==> src/verilog/lsq_pkg.sv <==
/*
 * Shared sizes, alias hash and request address view for the load/store queue.
 * SQ_PTR_W must stay one bit wider than the store index, since the wrap bit
 * tells a full store queue apart from an empty one.
 */
package lsq_pkg;

    // Queue sizes
    localparam int LQ_DEPTH = 8;
    localparam int SQ_DEPTH = 4;
    localparam int SQ_PTR_W = 3;

    // Field widths
    localparam int OFFSET_W = 12;
    localparam int PAGE_W   = 20;
    localparam int ID_W     = 4;
    localparam int HASH_W   = 5;

    // Folded word-address hash, byte bits left out
    // Different words can share a hash, so a match only means a possible alias
    function automatic logic [HASH_W-1:0] addr_hash(input logic [OFFSET_W-1:0] offset);
        return offset[11:7] ^ offset[6:2];
    endfunction

    // One request address, seen flat or as page above offset
    typedef union packed {
        logic [PAGE_W+OFFSET_W-1:0] flat;
        struct packed {
            logic [PAGE_W-1:0]   page;
            logic [OFFSET_W-1:0] offset;
        } field;
    } req_addr_t;

endpackage
==> src/verilog/lsq_head_ifs.sv <==
/*
 * Queue head interfaces between the intake queues and issue select.
 * A head is valid while its entry exists; pop at an edge removes it.
 * pop is only raised while the head is valid.
 */
`timescale 1ns/1ns

// Load queue head
interface lq_head_if
    import lsq_pkg::*;
();
    logic                valid;
    logic [OFFSET_W-1:0] offset;
    logic [2:0]          fn3;
    logic [ID_W-1:0]     id;
    // Possible alias with an older store, and the store slot to wait for
    logic                collision;
    logic [SQ_PTR_W-1:0] sq_tag;
    logic                pop;

    modport source (output valid, offset, fn3, id, collision, sq_tag, input pop);
    modport sink (input valid, offset, fn3, id, collision, sq_tag, output pop);
endinterface

// Store queue head
interface sq_head_if
    import lsq_pkg::*;
();
    logic                valid;
    logic [OFFSET_W-1:0] offset;
    logic [3:0]          be;
    logic [31:0]         data;
    // Read pointer with wrap bit, compared against load sq_tag
    logic [SQ_PTR_W-1:0] oldest;
    logic                pop;

    modport source (output valid, offset, be, data, oldest, input pop);
    modport sink (input valid, offset, be, data, oldest, output pop);
endinterface

// Address queue head, one instance per request kind
interface addr_head_if
    import lsq_pkg::*;
();
    logic              valid;
    logic [PAGE_W-1:0] page;
    // Faulted or cancelled request
    logic              discard;
    logic              pop;

    modport source (output valid, page, discard, input pop);
    modport sink (input valid, page, discard, output pop);
endinterface

==> src/verilog/load_store_queue.sv <==
/*
 * Load/store queue top level. Requests must get their page address later
 * on the address channel, in request order per kind. One request is
 * offered at a time; full covers both kinds, even if only one queue is full.
 */
`timescale 1ns/1ns

module load_store_queue
    import lsq_pkg::*;
(
    input  logic                clk,
    input  logic                rst,
    // Request intake
    input  logic                push,
    input  logic                is_store,
    input  logic [OFFSET_W-1:0] offset,
    input  logic [2:0]          fn3,
    input  logic [3:0]          be,
    input  logic [31:0]         data,
    input  logic [ID_W-1:0]     id,
    output logic                full,
    // Physical page channel
    input  logic                addr_push,
    input  logic                addr_rnw,
    input  logic [PAGE_W-1:0]   addr_page,
    input  logic                addr_discard,
    // Memory request
    output logic                req_valid,
    output logic                req_load,
    output logic [31:0]         req_addr,
    output logic [2:0]          req_fn3,
    output logic [3:0]          req_be,
    output logic [31:0]         req_data,
    output logic [ID_W-1:0]     req_id,
    input  logic                req_ack
);

    logic                push_ok;
    logic                sq_conflict;
    logic [SQ_PTR_W-1:0] sq_wr_ptr;
    logic                sq_full;
    logic                lq_full;

    lq_head_if   lq_head ();
    sq_head_if   sq_head ();
    addr_head_if lq_addr_head ();
    addr_head_if sq_addr_head ();

    assign full    = sq_full | lq_full;
    assign push_ok = push & ~full;

    ////////////////////////////////////////////////////////////////////////////
    // Intake queues
    store_queue u_store_queue (
        .clk      (clk),
        .rst      (rst),
        .push     (push_ok),
        .is_store (is_store),
        .offset   (offset),
        .be       (be),
        .data     (data),
        .conflict (sq_conflict),
        .wr_ptr   (sq_wr_ptr),
        .full     (sq_full),
        .head     (sq_head)
    );

    load_queue u_load_queue (
        .clk      (clk),
        .rst      (rst),
        .push     (push_ok),
        .is_store (is_store),
        .offset   (offset),
        .fn3      (fn3),
        .id       (id),
        .conflict (sq_conflict),
        .wr_ptr   (sq_wr_ptr),
        .full     (lq_full),
        .head     (lq_head)
    );

    ////////////////////////////////////////////////////////////////////////////
    // Address pairing, rnw high for loads
    addr_queue #(.DEPTH(LQ_DEPTH)) u_lq_addr (
        .clk          (clk),
        .rst          (rst),
        .addr_push    (addr_push),
        .want_rnw     (1'b1),
        .addr_rnw     (addr_rnw),
        .addr_page    (addr_page),
        .addr_discard (addr_discard),
        .head         (lq_addr_head)
    );

    addr_queue #(.DEPTH(SQ_DEPTH)) u_sq_addr (
        .clk          (clk),
        .rst          (rst),
        .addr_push    (addr_push),
        .want_rnw     (1'b0),
        .addr_rnw     (addr_rnw),
        .addr_page    (addr_page),
        .addr_discard (addr_discard),
        .head         (sq_addr_head)
    );

    ////////////////////////////////////////////////////////////////////////////
    // Issue select
    issue_select u_issue_select (
        .lq        (lq_head),
        .sq        (sq_head),
        .lq_addr   (lq_addr_head),
        .sq_addr   (sq_addr_head),
        .req_valid (req_valid),
        .req_load  (req_load),
        .req_addr  (req_addr),
        .req_fn3   (req_fn3),
        .req_be    (req_be),
        .req_data  (req_data),
        .req_id    (req_id),
        .req_ack   (req_ack)
    );

endmodule

==> src/verilog/issue_select.sv <==
/*
 * Pairs queue heads with their pages, drops discarded entries and picks
 * one request, loads first. Purely combinational. The presented request may
 * switch from a store to a load before it is acknowledged.
 */
`timescale 1ns/1ns

module issue_select
    import lsq_pkg::*;
(
    lq_head_if.sink             lq,
    sq_head_if.sink             sq,
    addr_head_if.sink           lq_addr,
    addr_head_if.sink           sq_addr,
    output logic                req_valid,
    output logic                req_load,
    output logic [31:0]         req_addr,
    output logic [2:0]          req_fn3,
    output logic [3:0]          req_be,
    output logic [31:0]         req_data,
    output logic [ID_W-1:0]     req_id,
    input  logic                req_ack
);

    logic      load_paired;
    logic      load_blocked;
    logic      load_discard;
    logic      load_ready;
    logic      store_paired;
    logic      store_discard;
    logic      store_ready;
    req_addr_t addr;

    ////////////////////////////////////////////////////////////////////////////
    // Loads
    assign load_paired = lq.valid & lq_addr.valid;

    // Wait for the tagged store slot to become oldest
    // An empty store queue also frees the load, in case younger stores
    // already moved the read pointer past the tag
    assign load_blocked = lq.collision & sq.valid & (lq.sq_tag != sq.oldest);

    // Discarded loads leave at once, ordering does not matter for them
    assign load_discard = load_paired & lq_addr.discard;
    assign load_ready   = load_paired & ~lq_addr.discard & ~load_blocked;

    ////////////////////////////////////////////////////////////////////////////
    // Stores
    assign store_paired = sq.valid & sq_addr.valid;
    assign store_ready  = store_paired & ~sq_addr.discard;

    // Drop a store only in a cycle where no load goes
    assign store_discard = store_paired & sq_addr.discard & ~load_ready;

    ////////////////////////////////////////////////////////////////////////////
    // Request select, load over store
    assign req_valid = load_ready | store_ready;
    assign req_load  = load_ready;

    assign addr.field.page   = load_ready ? lq_addr.page : sq_addr.page;
    assign addr.field.offset = load_ready ? lq.offset : sq.offset;
    assign req_addr          = addr.flat;

    // Load: all byte lanes, no data; store: fn3 and id unused, driven zero
    assign req_fn3  = load_ready ? lq.fn3 : 3'b000;
    assign req_be   = load_ready ? 4'b1111 : sq.be;
    assign req_data = load_ready ? 32'd0 : sq.data;
    assign req_id   = load_ready ? lq.id : '0;

    // Pops: accepted transfer or discard, request and page together
    assign lq.pop      = load_discard | (load_ready & req_ack);
    assign lq_addr.pop = load_discard | (load_ready & req_ack);
    assign sq.pop      = store_discard | (store_ready & ~load_ready & req_ack);
    assign sq_addr.pop = store_discard | (store_ready & ~load_ready & req_ack);

endmodule

==> src/verilog/addr_queue.sv <==
/*
 * Physical page queue for one request kind, chosen by want_rnw.
 * No overflow check: addresses never outnumber queued requests, so DEPTH
 * must match the request queue it pairs with.
 */
`timescale 1ns/1ns

module addr_queue
    import lsq_pkg::*;
#(
    parameter int DEPTH = 4
) (
    input  logic              clk,
    input  logic              rst,
    input  logic              addr_push,
    input  logic              want_rnw,
    input  logic              addr_rnw,
    input  logic [PAGE_W-1:0] addr_page,
    input  logic              addr_discard,
    addr_head_if.source       head
);

    logic [$clog2(DEPTH):0]   wr_ptr;
    logic [$clog2(DEPTH):0]   rd_ptr;
    logic [$clog2(DEPTH)-1:0] wr_idx;
    logic [$clog2(DEPTH)-1:0] rd_idx;

    logic [PAGE_W-1:0] page_mem    [DEPTH];
    logic              discard_mem [DEPTH];

    logic accept;
    logic empty;
    logic store_en;

    assign wr_idx = wr_ptr[$clog2(DEPTH)-1:0];
    assign rd_idx = rd_ptr[$clog2(DEPTH)-1:0];
    assign empty  = (wr_ptr == rd_ptr);

    // Only addresses of our own kind
    assign accept = addr_push & (addr_rnw == want_rnw);

    // Bypassed address consumed in its own cycle never lands in storage
    assign store_en = accept & ~(empty & head.pop);

    always_ff @(posedge clk) begin
        if (rst) begin
            wr_ptr <= '0;
            rd_ptr <= '0;
        end else begin
            if (store_en)
                wr_ptr <= wr_ptr + 1'b1;
            if (head.pop & ~empty)
                rd_ptr <= rd_ptr + 1'b1;
        end
    end

    always_ff @(posedge clk) begin
        if (store_en) begin
            page_mem[wr_idx]    <= addr_page;
            discard_mem[wr_idx] <= addr_discard;
        end
    end

    // Empty queue shows the incoming address directly
    assign head.valid   = ~empty | accept;
    assign head.page    = empty ? addr_page : page_mem[rd_idx];
    assign head.discard = empty ? addr_discard : discard_mem[rd_idx];

endmodule

==> src/verilog/load_queue.sv <==
/*
 * Circular load buffer. Each entry keeps the alias flag and the store
 * write pointer seen at its push. push must already be gated with full.
 */
`timescale 1ns/1ns

module load_queue
    import lsq_pkg::*;
(
    input  logic                clk,
    input  logic                rst,
    input  logic                push,
    input  logic                is_store,
    input  logic [OFFSET_W-1:0] offset,
    input  logic [2:0]          fn3,
    input  logic [ID_W-1:0]     id,
    input  logic                conflict,
    input  logic [SQ_PTR_W-1:0] wr_ptr,
    output logic                full,
    lq_head_if.source           head
);

    // Wrap-bit pointers
    logic [$clog2(LQ_DEPTH):0]   lq_wr;
    logic [$clog2(LQ_DEPTH):0]   lq_rd;
    logic [$clog2(LQ_DEPTH)-1:0] wr_idx;
    logic [$clog2(LQ_DEPTH)-1:0] rd_idx;
    logic                        enq;

    logic [OFFSET_W-1:0] offset_mem    [LQ_DEPTH];
    logic [2:0]          fn3_mem       [LQ_DEPTH];
    logic [ID_W-1:0]     id_mem        [LQ_DEPTH];
    logic                collision_mem [LQ_DEPTH];
    logic [SQ_PTR_W-1:0] sq_tag_mem    [LQ_DEPTH];

    assign enq    = push & ~is_store;
    assign wr_idx = lq_wr[$clog2(LQ_DEPTH)-1:0];
    assign rd_idx = lq_rd[$clog2(LQ_DEPTH)-1:0];

    always_ff @(posedge clk) begin
        if (rst) begin
            lq_wr <= '0;
            lq_rd <= '0;
        end else begin
            if (enq)
                lq_wr <= lq_wr + 1'b1;
            if (head.pop)
                lq_rd <= lq_rd + 1'b1;
        end
    end

    // Store slot at push time; all older stores sit below it
    always_ff @(posedge clk) begin
        if (enq) begin
            offset_mem[wr_idx]    <= offset;
            fn3_mem[wr_idx]       <= fn3;
            id_mem[wr_idx]        <= id;
            collision_mem[wr_idx] <= conflict;
            sq_tag_mem[wr_idx]    <= wr_ptr;
        end
    end

    assign full = (lq_wr[$clog2(LQ_DEPTH)] != lq_rd[$clog2(LQ_DEPTH)]) && (wr_idx == rd_idx);

    // Head
    assign head.valid     = (lq_wr != lq_rd);
    assign head.offset    = offset_mem[rd_idx];
    assign head.fn3       = fn3_mem[rd_idx];
    assign head.id        = id_mem[rd_idx];
    assign head.collision = collision_mem[rd_idx];
    assign head.sq_tag    = sq_tag_mem[rd_idx];

endmodule

==> src/verilog/store_queue.sv <==
/*
 * Circular store buffer with per-entry alias hash.
 * push must already be gated with full; an overrun is not detected here.
 * Store data comes with the request, so an entry is complete at push.
 */
`timescale 1ns/1ns

module store_queue
    import lsq_pkg::*;
(
    input  logic                clk,
    input  logic                rst,
    input  logic                push,
    input  logic                is_store,
    input  logic [OFFSET_W-1:0] offset,
    input  logic [3:0]          be,
    input  logic [31:0]         data,
    output logic                conflict,
    output logic [SQ_PTR_W-1:0] wr_ptr,
    output logic                full,
    sq_head_if.source           head
);

    logic [SQ_PTR_W-1:0] rd_ptr;
    logic [SQ_PTR_W-2:0] wr_idx;
    logic [SQ_PTR_W-2:0] rd_idx;
    logic                enq;

    logic [OFFSET_W-1:0] offset_mem [SQ_DEPTH];
    logic [3:0]          be_mem     [SQ_DEPTH];
    logic [31:0]         data_mem   [SQ_DEPTH];
    logic [HASH_W-1:0]   hash_mem   [SQ_DEPTH];
    logic [SQ_DEPTH-1:0] valid_q;

    logic [HASH_W-1:0]   push_hash;
    logic [SQ_DEPTH-1:0] hash_hit;

    assign enq    = push & is_store;
    assign wr_idx = wr_ptr[SQ_PTR_W-2:0];
    assign rd_idx = rd_ptr[SQ_PTR_W-2:0];

    ////////////////////////////////////////////////////////////////////////////
    // Alias check against every pending store
    assign push_hash = addr_hash(offset);

    always_comb begin
        for (int i = 0; i < SQ_DEPTH; i++) begin
            hash_hit[i] = valid_q[i] & (hash_mem[i] == push_hash);
        end
    end

    // Only meaningful to the load queue, which latches it on a load push
    assign conflict = |hash_hit;

    ////////////////////////////////////////////////////////////////////////////
    // Pointers and entry valid bits
    always_ff @(posedge clk) begin
        if (rst) begin
            wr_ptr  <= '0;
            rd_ptr  <= '0;
            valid_q <= '0;
        end else begin
            if (enq) begin
                wr_ptr          <= wr_ptr + 1'b1;
                valid_q[wr_idx] <= 1'b1;
            end
            // Push and pop never hit the same slot: full blocks push
            if (head.pop) begin
                rd_ptr          <= rd_ptr + 1'b1;
                valid_q[rd_idx] <= 1'b0;
            end
        end
    end

    // Payload
    always_ff @(posedge clk) begin
        if (enq) begin
            offset_mem[wr_idx] <= offset;
            be_mem[wr_idx]     <= be;
            data_mem[wr_idx]   <= data;
            hash_mem[wr_idx]   <= push_hash;
        end
    end

    // Same index, different wrap bit
    assign full = (wr_ptr[SQ_PTR_W-1] != rd_ptr[SQ_PTR_W-1]) && (wr_idx == rd_idx);

    ////////////////////////////////////////////////////////////////////////////
    // Head
    assign head.valid  = valid_q[rd_idx];
    assign head.offset = offset_mem[rd_idx];
    assign head.be     = be_mem[rd_idx];
    assign head.data   = data_mem[rd_idx];
    assign head.oldest = rd_ptr;

endmodule

==> config.mk <==
export PLATFORM = sky130hd
export DESIGN_NAME = load_store_queue
export DESIGN_NICKNAME = d
export VERILOG_FILES = /design/src/verilog/lsq_pkg.sv /design/src/verilog/lsq_head_ifs.sv /design/src/verilog/load_store_queue.sv /design/src/verilog/issue_select.sv /design/src/verilog/addr_queue.sv /design/src/verilog/load_queue.sv /design/src/verilog/store_queue.sv
export SDC_FILE = /design/constraint.sdc
export NUM_CORES = 1
export LEC_CHECK = 0
export BUFFER_PORTS_ARGS = -buffer_cell sky130_fd_sc_hd__buf_4
export CORE_AREA = 4 4 350 214
export CTS_CLUSTER_DIAMETER = 80
export DETAILED_ROUTE_END_ITERATION = 12
export DIE_AREA = 0 0 354 218
export PLACE_DENSITY_LB_ADDON = 0.12
export SKIP_CTS_REPAIR_TIMING = 1
export SLEW_MARGIN = 10
export SYNTH_ARGS = -nofsm -noshare
export SYNTH_HDL_FRONTEND = slang
export SYNTH_SLANG_ARGS = --single-unit
==> constraint.sdc <==
create_clock -name clk -period 9 [get_ports clk]
set_input_delay 1.8 -clock clk [delete_from_list [all_inputs] [get_ports clk]]
set_output_delay 1.8 -clock clk [all_outputs]
set_load 0.02 [all_outputs]
Word level (Yosys, flattened, before mapping)
Memories as Yosys holds them, arrays and structs flattened. A register that Yosys moved wholly into a read port is not among the register bits.
Index checks and enable logic that the tools add are counted.

cells by class
  bitwise operators = 49
  $mul = 0
  equal/unequal tests = 12
  shifts and indexed selects = 0
  $lt $le $gt $ge = 4
  $add $sub $neg = 8
  reductions and logical operators = 5
  multiplexer cells = 51
  divide/modulo/power cells = 0

operators with widths
  cell                                                               count
  2-to-1 mux 20 bit                                                  3
  2-to-1 mux 3 bit                                                   15
  2-to-1 mux 32 bit                                                  1
  bitwise AND 1 bit                                                  28
  == test 5 bit                                                      4
  2-to-1 mux 2 bit                                                   10
  2-to-1 mux 4 bit                                                   5
  adder 4 x 1 -> 4 bit, second input constant                        4
  2-to-1 mux 1 bit                                                   13
  adder 3 x 1 -> 3 bit, second input constant                        4
  2-to-1 mux 12 bit                                                  1
  NOT 1 bit                                                          11
  == test 3 bit                                                      2
  < comparator 2 x 3 -> 1 bit, second input constant                 2
  bitwise OR 1 bit                                                   6
  XOR 5 bit                                                          1
  bitwise AND 4 bit                                                  1
  demux 1 bit (select 2 bit)                                         2
  == test 4 bit                                                      1
  greater-or-equal comparator 2 x 1 -> 1 bit, second input constant  2
  logical AND 1 bit                                                  4
  != test 4 bit                                                      1
  NOT 4 bit                                                          1
  bitwise OR 4 bit                                                   1
  5 further kinds                                                    6

storage, ports and cells
  logic and storage cells = 151
  latch bits = 0
  memories = 13
  output and inout bits = 78
  ROM bits = 0
  memory bits (writable) = 648
  bits of input ports = 83
  bits in registers = 32

memories
  name                      words  bits a word  read ports  clocked after memory_dff  wr ports  RTL line           source
  u_lq_addr.page_mem        8      20           1           1                         1         addr_queue.sv:28   logic [PAGE_W-1:0] page_mem [DEPTH];
  u_store_queue.data_mem    4      32           1           1                         1         store_queue.sv:31  logic [31:0] data_mem [SQ_DEPTH];
  u_load_queue.offset_mem   8      12           1           1                         1         load_queue.sv:30   logic [OFFSET_W-1:0] offset_mem [LQ_DEPTH];
  u_sq_addr.page_mem        4      20           1           1                         1         addr_queue.sv:28
  u_store_queue.offset_mem  4      12           1           1                         1         store_queue.sv:29  logic [OFFSET_W-1:0] offset_mem [SQ_DEPTH];
  u_load_queue.id_mem       8      4            1           1                         1         load_queue.sv:32   logic [ID_W-1:0] id_mem [LQ_DEPTH];
  7 more memories           -      -            -           -                         -         -

Longest topological paths before layout
Gate-level depths: netlist (run 1).

  depth in word-level cells = 15
  depth in mapped cells = 11
  mapped depth without buffers = 7

Cells and area by module
From an unflattened synthesis (run 1), not the netlist that was laid out.

second synthesis, totals
  cells, all modules = 1386
  area, all modules = 27829.2 um^2

modules (own cells, without submodules)
  module                  cells an instance  area each (um^2)  times used  sequential area each (um^2)
  store_queue             371                8550.7            1           6606.3
  load_queue              322                7546.0            1           5745.5
  addr_queue (u_lq_addr)  363                7135.6            1           5265.0
  addr_queue (u_sq_addr)  226                3749.8            1           2682.6
  issue_select            100                825.8             1           0.0
  load_store_queue        4                  21.3              1           0.0

Least setup slack after synthesis (run 1)
No wires, ideal clock.

  kind = input to register
  start = input port addr_rnw
  end = memory u_lq_addr.discard_mem[2], enable pin
  required time = 8539 ps
  stages on the path = 6
  setup time = 461 ps
  path buffers = 0
  arrival time = 4970 ps
  setup slack = 3569 ps
  cell sequence = nand2_1 a21oi_1 a22o_2 o21ai_4 nand2_2 nor4b_1

on the way
  word-level cells in the longest chain between the ends = 12
  elaborated cells on any way between the ends = 13
  classes of those cells = mux (2); bitwise (11)

RTL lines
  what                                      RTL line                source
  start, declared                           load_store_queue.sv:24  input logic addr_rnw,
  bitwise AND 1 bit *                       addr_queue.sv:40        assign accept = addr_push & (addr_rnw == want_rnw);
  bitwise OR 1 bit                          addr_queue.sv:65        assign head.valid = ~empty | accept;
  bitwise AND 1 bit                         issue_select.sv:36      assign load_paired = lq.valid & lq_addr.valid;
  bitwise AND 1 bit (2 in series)           issue_select.sv:45      assign load_ready = load_paired & ~lq_addr.discard & ~load_blocked;
  bitwise AND 1 bit                         issue_select.sv:72      assign lq_addr.pop = load_discard | (load_ready & req_ack);
  bitwise OR 1 bit                          issue_select.sv:72
  bitwise AND 1 bit                         addr_queue.sv:43        assign store_en = accept & ~(empty & head.pop);
  NOT 1 bit                                 addr_queue.sv:43
  bitwise AND 1 bit *                       addr_queue.sv:43
  2-to-1 mux 1 bit *                        addr_queue.sv:58        if (store_en) begin
  2-to-1 mux 1 bit (implied by the code) *  addr_queue.sv:60        discard_mem[wr_idx] <= addr_discard;
  end, declared                             addr_queue.sv:29        logic discard_mem [DEPTH];

Mark *: on every way between the ends. The rest lies on a longest branch, timed or not.

==> impl_metrics.py, run 1 <==
metrics = {
    "critical_path": {
        "cp.required_ns": 7.20,
        "crit_path_end_kind": "output port",
        "critPathLaunchType": "flop",
        "worstPathArrival_ns": 4.97,
        "worstPathMaxFanout": 30,
        "critical_path_class": "reg2out",
    },
    "global_routing": {
        "grt_pass1_wl_um": 89900,
        "grtUsageTotal_pct": 15.7,
        "antenna_found_initial": 0,
        "grt_max_degree": 62,
        "grt_overflow": 0,
        "grt_pass1_vias": 13600,
    },
    "floorplanning": {
        "num_rows": 76,
        "die_h_um": 218,
        "core_um2": 71400,
        "io_pins": 161,
        "initial_core_util_pct": 37.9,
        "die-area_um2": 77200,
        "die_w_um": 354,
    },
    "status": {
        "status": "completed",
    },
    "synth": {
        "synth_edf_count": 648,
        "ys_seq_area_share_pct": 75.0,
        "synth.distinct_cells": 54,
        "yosysMostFrequentCell": "edfxtp_1",
        "synthCells": 1333,
        "synth_top_flop_cell": "edfxtp_1",
        "yosys.area.top_type_share_pct": 71.9,
        "syn_area_per_cell_um2": 20.3,
        "synth_top_cell_by_area": "edfxtp_1",
        "async_reset_ff_share_pct": 0,
        "synth_top_cells_by_count": "648 x edfxtp_1, 158 x mux4_2, 54 x inv_1",
        "synth_area_um2": 27100,
        "ys_top_cells_by_area": "edfxtp_1 72%, mux4_2 13%, dfxtp_1 3.1%",
        "yosysWarnings": 0,
        "ys_ff_latch": 690,
        "syn_nets": 1433,
    },
    "detailed_routing": {
        "drc": 0,
        "initialDrtViolationCount": 1148,
        "drtAntennaViolNets": 0,
        "first_pass_iters": 5,
        "routedWlPerCell_um": 23.6,
        "routed_wl_um": 60200,
        "via_count": 13100,
        "viasPerCell": 5.13,
    },
    "finish": {
        "diodes": 0,
        "nets": 1627,
        "synthToLayoutAreaGrowth_pct": 16.8,
        "fin_area_um2": 31600,
        "drive_above_1_share_pct": 31.5,
    },
    "clock_tree": {
        "cts_tree": "built",
        "cts_buffers": 67,
        "htreeDepth": 3,
        "clockRootBuffer": "clkbuf_16",
        "cts_sinks": 690,
        "clk_path_buf_depth": 3,
        "insertion_delay_ns": 0.61,
        "clkSlewWorstSetupHoldPaths_ns": 0.06,
    },
    "pwr": {
        "ir_drop_mv": 0.130,
        "power_density_nw_per_um2": 223,
        "p_leak_uw": 0.0102,
    },
    "sta": {
        "tns_ns": 0,
        "min_period_over_period_pct": 75.2,
        "worst_slack_ns": 2.23,
        "setup_viol_count_final": 0,
        "skew_ns": 0.0223,
        "max_freq_mhz": 148,
        "tightest_slew_ns": 1.20,
        "min_period_ns": 6.77,
        "drv_slew": 0,
        "rsz0062_at_grt": "no",
        "hold_violations": 0,
        "slew_headroom_pct": 20.2,
    },
    "place": {
        "dpl.hpwl_um": 35500,
        "dp_slack_ns": 2.63,
        "io_buffers": 160,
        "placed_area_um2": 29500,
        "gp_congestion": 0.732,
    },
    "job": {
        "cap_violations": 0,
    },
    "worst_hold_path": {
        "hold_path.class": "reg2reg",
    },
}
==> power breakdown <==
part | switching (uW) | internal, uW
registers | 44.6 | 3570
clock network | 1170 | 1540
logic | 409 | 315
total | 1620 | 5430
==> routing by layer <==
metal | wire length [um] | share of wire, % | track usage [%] | vias up
li1 | - | - | - | 5779
met1 | 29400 | 49 | 24.0 | 6899
met2 | 26400 | 44 | 23.1 | 327
met3 | 3220 | 5.3 | 3.52 | 76
met4 | 1080 | 1.8 | 3.52 | 0
met5 | 0 | 0 | 0 | -
==> layout by cell type, fill, tap and decap left out, types with 4 or more instances in the layout <==
master,netlist,final
xnor2_1,20,20
nor3_2,0,5
nand3_1,11,11
a211oi_1,6,6
dfxtp_1,42,34
nand2b_1,10,10
buf_4,1,190
nor3_1,16,11
ha_1,17,17
clkinv_2,0,13
nor4_1,7,5
clkbuf_1,38,16
inv_1,54,53
mux2i_1,46,46
nand2_1,8,8
edfxtp_1,648,648
o21ai_0,13,12
nor2_2,2,7
dfxtp_2,0,7
clkbuf_16,0,69
a222oi_1,20,20
nor2b_1,36,36
and3_2,0,4
nor2_1,45,39
clkinv_1,0,8
mux4_2,158,158
bufinv_16,0,4
or2_2,4,4
xor2_1,33,33
a21oi_1,22,22
==> worst max-delay path: stages, from the launching register on <==
cell      delay (ns)
dfxtp_2         0.67
buf_4           0.65
mux2i_1         0.21
xnor2_1         0.39
o31a_1          0.70
nor2_4          0.13
o21ai_2         0.96
a222oi_1        0.38
buf_4           0.25
==> state kept, by name, indices dropped and copies added (netlist names), 24 cells and up, named ones only <==
register and cells:
u_load_queue.sq_tag_mem 24, u_store_queue.offset_mem 48, u_lq_addr.page_mem 160, u_store_queue.data_mem 128, u_load_queue.offset_mem 96, u_load_queue.fn3_mem 24
u_load_queue.id_mem 32, u_sq_addr.page_mem 80
==> layout make-up <==
cell class                      count  area [um2]
Timing Repair Buffer              190        1430
Clock buffer                       87        1810
Multi-Input combinational cell    524        6350
Fill cell                        6174       39800
Sequential cell                   690       20300
Tap cell                          975        1220
Inverter                           54         203
Clock inverter                     32         273
==> cells by family (layout without fill, tap and decap cells) <==
| logic type | count (synthesis) | count (layout) | share of synthesized area [%] |
|---|---|---|---|
| XOR/XNOR | 53 | 53 | 1.72 |
| AO/OA/AOI/OAI | 79 | 79 | 2.17 |
| AND/OR/NAND/NOR | 166 | 166 | 3.43 |
| adder cells (fa/ha/maj) | 17 | 17 | 0.786 |
| multiplexers | 209 | 209 | 15.1 |
| flip-flops | 690 | 690 | 75.0 |
| buffers and inverters | 119 | 363 | 1.79 |
==> path summary, 6_finish.rpt <==
path | to | slack [ns] | startpoint | cells after the start
setup reg to reg | u_sq_addr.page_mem[3][9]$_DFFE_PP_ | 4.77 | flop | 7
hold reg to reg | u_lq_addr.rd_ptr[3]$_SDFFE_PP0P_ | 0.50 | u_lq_addr.rd_ptr[3]$_SDFFE_PP0P_ | 2
hold / removal | u_lq_addr.rd_ptr[3]$_SDFFE_PP0P_ | 0.50 | u_lq_addr.rd_ptr[3]$_SDFFE_PP0P_ | 2
setup / recovery | req_addr[23] | 2.23 | flop | 8
==> per-stage QoR <==
step           hold slack, ns  utilization, %  std cells  power [uW]
3_5_place_dp            0.493            41.3       2433        4430
2_1_floorplan           0.471               -       1333        4130
5_1_grt                 0.552            44.3       2552        7360
6_report                0.499            44.3       2552        7050
3_3_place_gp            0.483            41.3       2433        4420
4_1_cts                 0.502            44.3       2552        7160
Power figures use the tool's default switching activity.
==> inputs of run 2 (changes only) <==
- ABC_AREA: unset -> 1
- CORE_AREA: 4 4 350 214 -> 4 4 354 217
- DIE_AREA: 0 0 354 218 -> 0 0 358 221
- clock period: 9 -> 6.01 ns (I/O delays scaled with it)
==> run 2 against run 1 <==
- sequential cell count stayed put
- sequential share of layout area fell by 1.1 points
- synthesized cell count rose by 61%
- largest power group unchanged
- highest routed layer unchanged
==> impl_metrics.py, run 2 <==
metrics = {
    "floorplanning": {
        "die_h_um": 221,
        "num_rows": 77,
        "core_um2": 73200,
        "die_w_um": 358,
        "die-area_um2": 79100,
        "initial_core_util_pct": 37.8,
        "io_pins": 161,
    },
    "status": {
        "status": "completed",
    },
    "synth": {
        "synth_area_um2": 27700,
        "syn_nets": 2252,
        "synth_top_cells_by_count": "648 x edfxtp_1, 281 x nand2_1, 273 x nor2_1",
        "async_reset_ff_share_pct": 0,
        "synth.distinct_cells": 42,
        "yosys.area.top_type_share_pct": 70.3,
        "ys_seq_area_share_pct": 73.3,
        "ys_top_cells_by_area": "edfxtp_1 70%, o21ai_0 4.0%, nand2_1 3.8%",
        "yosysWarnings": 0,
        "synth_top_flop_cell": "edfxtp_1",
        "syn_area_per_cell_um2": 12.9,
        "yosysMostFrequentCell": "edfxtp_1",
        "ys_ff_latch": 690,
        "synth_top_cell_by_area": "edfxtp_1",
        "synth_edf_count": 648,
        "synthCells": 2152,
    },
    "sta": {
        "tns_ns": 0,
        "max_freq_mhz": 193,
        "drv_slew": 0,
        "min_period_ns": 5.17,
        "skew_ns": 0.0256,
        "slew_headroom_pct": 23.1,
        "hold_ws_ns": 0.483,
        "tightest_slew_ns": 1.15,
        "worst_slack_ns": 0.841,
        "hold_violations": 0,
        "rsz0062_at_grt": "no",
        "min_period_over_period_pct": 86.0,
        "setup_viol_count_final": 0,
    },
    "finish": {
        "top_regs": "u_lq_addr.page_mem (160), u_store_queue.data_mem (128), u_load_queue.offset_mem (96)",
        "top_register": "u_lq_addr.page_mem",
        "diodes": 0,
        "synthToLayoutAreaGrowth_pct": 16.0,
        "stdcell_count": 3331,
        "fillers": 6699,
        "final_common_cell": "edfxtp_1",
        "largest_reg_flops": 160,
        "nets": 2394,
        "layout_common_cells": "648 x edfxtp_1, 281 x nand2_1, 249 x nor2_1",
        "drive_above_1_share_pct": 16.1,
    },
    "worst_hold_path": {
        "hold_end": "u_sq_addr.rd_ptr[2]$_SDFFE_PP0P_",
        "hold_depth": 2,
        "worst_hold_startpoint": "u_sq_addr.rd_ptr[2]$_SDFFE_PP0P_",
        "hold_path.class": "reg2reg",
    },
    "global_routing": {
        "antenna_found_initial": 0,
        "grtUsageTotal_pct": 17.8,
        "grt_overflow": 0,
        "grt_pass1_vias": 17000,
        "grt_pass1_wl_um": 108000,
        "grt_max_degree": 93,
    },
    "pwr": {
        "p_sw_share_pct": 31.4,
        "switchingPower_uw": 3970,
        "ir_drop_mv": 0.251,
        "power_density_nw_per_um2": 393,
        "clockPowerShare_pct": 32.3,
        "seqPwrFrac_pct": 43.4,
        "internal_power_uw": 8650,
        "combPwrFrac_pct": 24.4,
        "p_total_uw": 12600,
        "p_leak_uw": 0.0112,
    },
    "clock_tree": {
        "clkSlewWorstSetupHoldPaths_ns": 0.06,
        "cts_tree": "built",
        "cts_sinks": 690,
        "htreeDepth": 3,
        "clk_path_buf_depth": 3,
        "cts_buffers": 68,
        "insertion_delay_ns": 0.62,
        "clockRootBuffer": "clkbuf_16",
    },
    "critical_path": {
        "worstPathMaxFanout": 46,
        "cp.required_ns": 4.81,
        "critical_path_class": "reg2out",
        "cp_slowest_stage_delay_ns": 0.55,
        "path_cells": "buf_4, inv_2, o21ai_0, o211ai_1, nand3_1, nand2_2, nor2_4, nand2_4, inv_2, buf_4, nor2_1, a31oi_1, buf_4",
        "worstPathArrival_ns": 3.97,
        "rrSetupSlack_ns": 2.32,
        "rr_worst_depth": 17,
        "cpMaxStageDelayCell": "inv_2",
        "r2r-end": "u_lq_addr.page_mem[2][11]$_DFFE_PP_",
        "path_common_cell": "buf_4",
        "crit_buf_inv": 5,
        "worst-path-stages": 13,
        "crit_path_end_kind": "output port",
        "critPathLaunchType": "flop",
        "cp_top_family": "buffers and inverters",
    },
    "place": {
        "dpl.hpwl_um": 41900,
        "dp.cells": 3211,
        "gp_congestion": 0.786,
        "dp_slack_ns": 1.37,
        "io_buffers": 160,
    },
    "detailed_routing": {
        "wl_met2_um": 30600,
        "drtAntennaViolNets": 0,
        "first_pass_iters": 5,
        "wl_met1_um": 36100,
        "wl_met3_um": 3980,
        "routed_wl_um": 72000,
        "via_count": 17500,
        "initialDrtViolationCount": 1637,
        "routedWlPerCell_um": 21.6,
        "maxUsedRoutingLayer": "met4",
        "drc": 0,
        "viasPerCell": 5.27,
    },
    "job": {
        "cap_violations": 0,
    },
}
run 2: cell count changes in the layout (fill, tap and decap cells not counted), moves of 22 or more:
| cell | change |
|---|---|
| nand2_1 | +273 |
| o21ai_0 | +212 |
| nor2_1 | +210 |
| mux4_2 | -158 |
| a21oi_1 | +135 |
| o22ai_1 | +74 |
| mux2i_1 | -46 |
| nor2b_1 | -36 |
| a31oi_1 | +31 |
| a221o_1 | +24 |
| nand3_1 | +22 |
run 2: area by class of cell:
| type | count | area (um2) | area share [%] |
|---|---|---|---|
| Tap cell | 987 | 1230 | 3.84 |
| Multi-Input combinational cell | 1259 | 6690 | 20.8 |
| Clock buffer | 91 | 1870 | 5.83 |
| Sequential cell | 690 | 20300 | 63.2 |
| Clock inverter | 29 | 218 | 0.678 |
| Inverter | 72 | 273 | 0.849 |
| Timing Repair Buffer | 203 | 1520 | 4.74 |
run 2: worst min-delay path, cell delays in order (launching register included):
cell and delay, ns:
dfxtp_1 0.33, inv_1 0.06, a21oi_1 0.05
run 2: how the worst max path moves through the flow:
stage | slack (ns) | end | from
after floorplan | 1.74 | u_store_queue.wr_ptr[2]$_SDFFE_PP0N_ | push
after global placement | 1.41 | req_addr[7] | addr_rnw
after detailed placement | 1.37 | req_addr[6] | addr_rnw
after CTS | 0.76 | req_addr[6] | flop
after global routing | 0.53 | req_addr[6] | flop
final | 0.84 | req_addr[6] | flop
run 2: kinds of logic (layout without fill, tap and decap cells):
group | Yosys count | count (layout) | share of synthesized area [%]
fa+ha+maj | 17 | 17 | 0.768
buf+inv | 203 | 395 | 2.94
simple gates | 617 | 617 | 8.99
xor+xnor | 29 | 29 | 0.917
flops | 690 | 690 | 73.3
compound gates | 596 | 596 | 13.1
run 2: power groups by stage:
| stage | Sequential, uW | Clock [uW] | Combinational, uW |
|---|---|---|---|
| 2_1_floorplan | 5540 | 0 | 1970 |
| 3_3_place_gp | 5570 | 0 | 3070 |
| 3_5_place_dp | 5570 | 0 | 3100 |
| 4_1_cts | 5470 | 4200 | 3110 |
| 5_1_grt | 5480 | 4390 | 3370 |
| 6_report | 5470 | 4070 | 3070 |
run 2: stage by stage:
step | cell area [um2] | utilization (%)
after global routing | 32100 | 43.9
final | 32100 | 43.9
after global placement | 30000 | 41.0
after detailed placement | 30000 | 41.0
after floorplan | 27700 | -
after CTS | 32100 | 43.9
run 2: layer usage:
layer | vias to the layer above | global-route usage [%]
met2 | 444 | 25.3
met4 | 0 | 3.99
met1 | 8776 | 27.8
met5 | - | 0
met3 | 98 | 3.67
li1 | 8227 | -
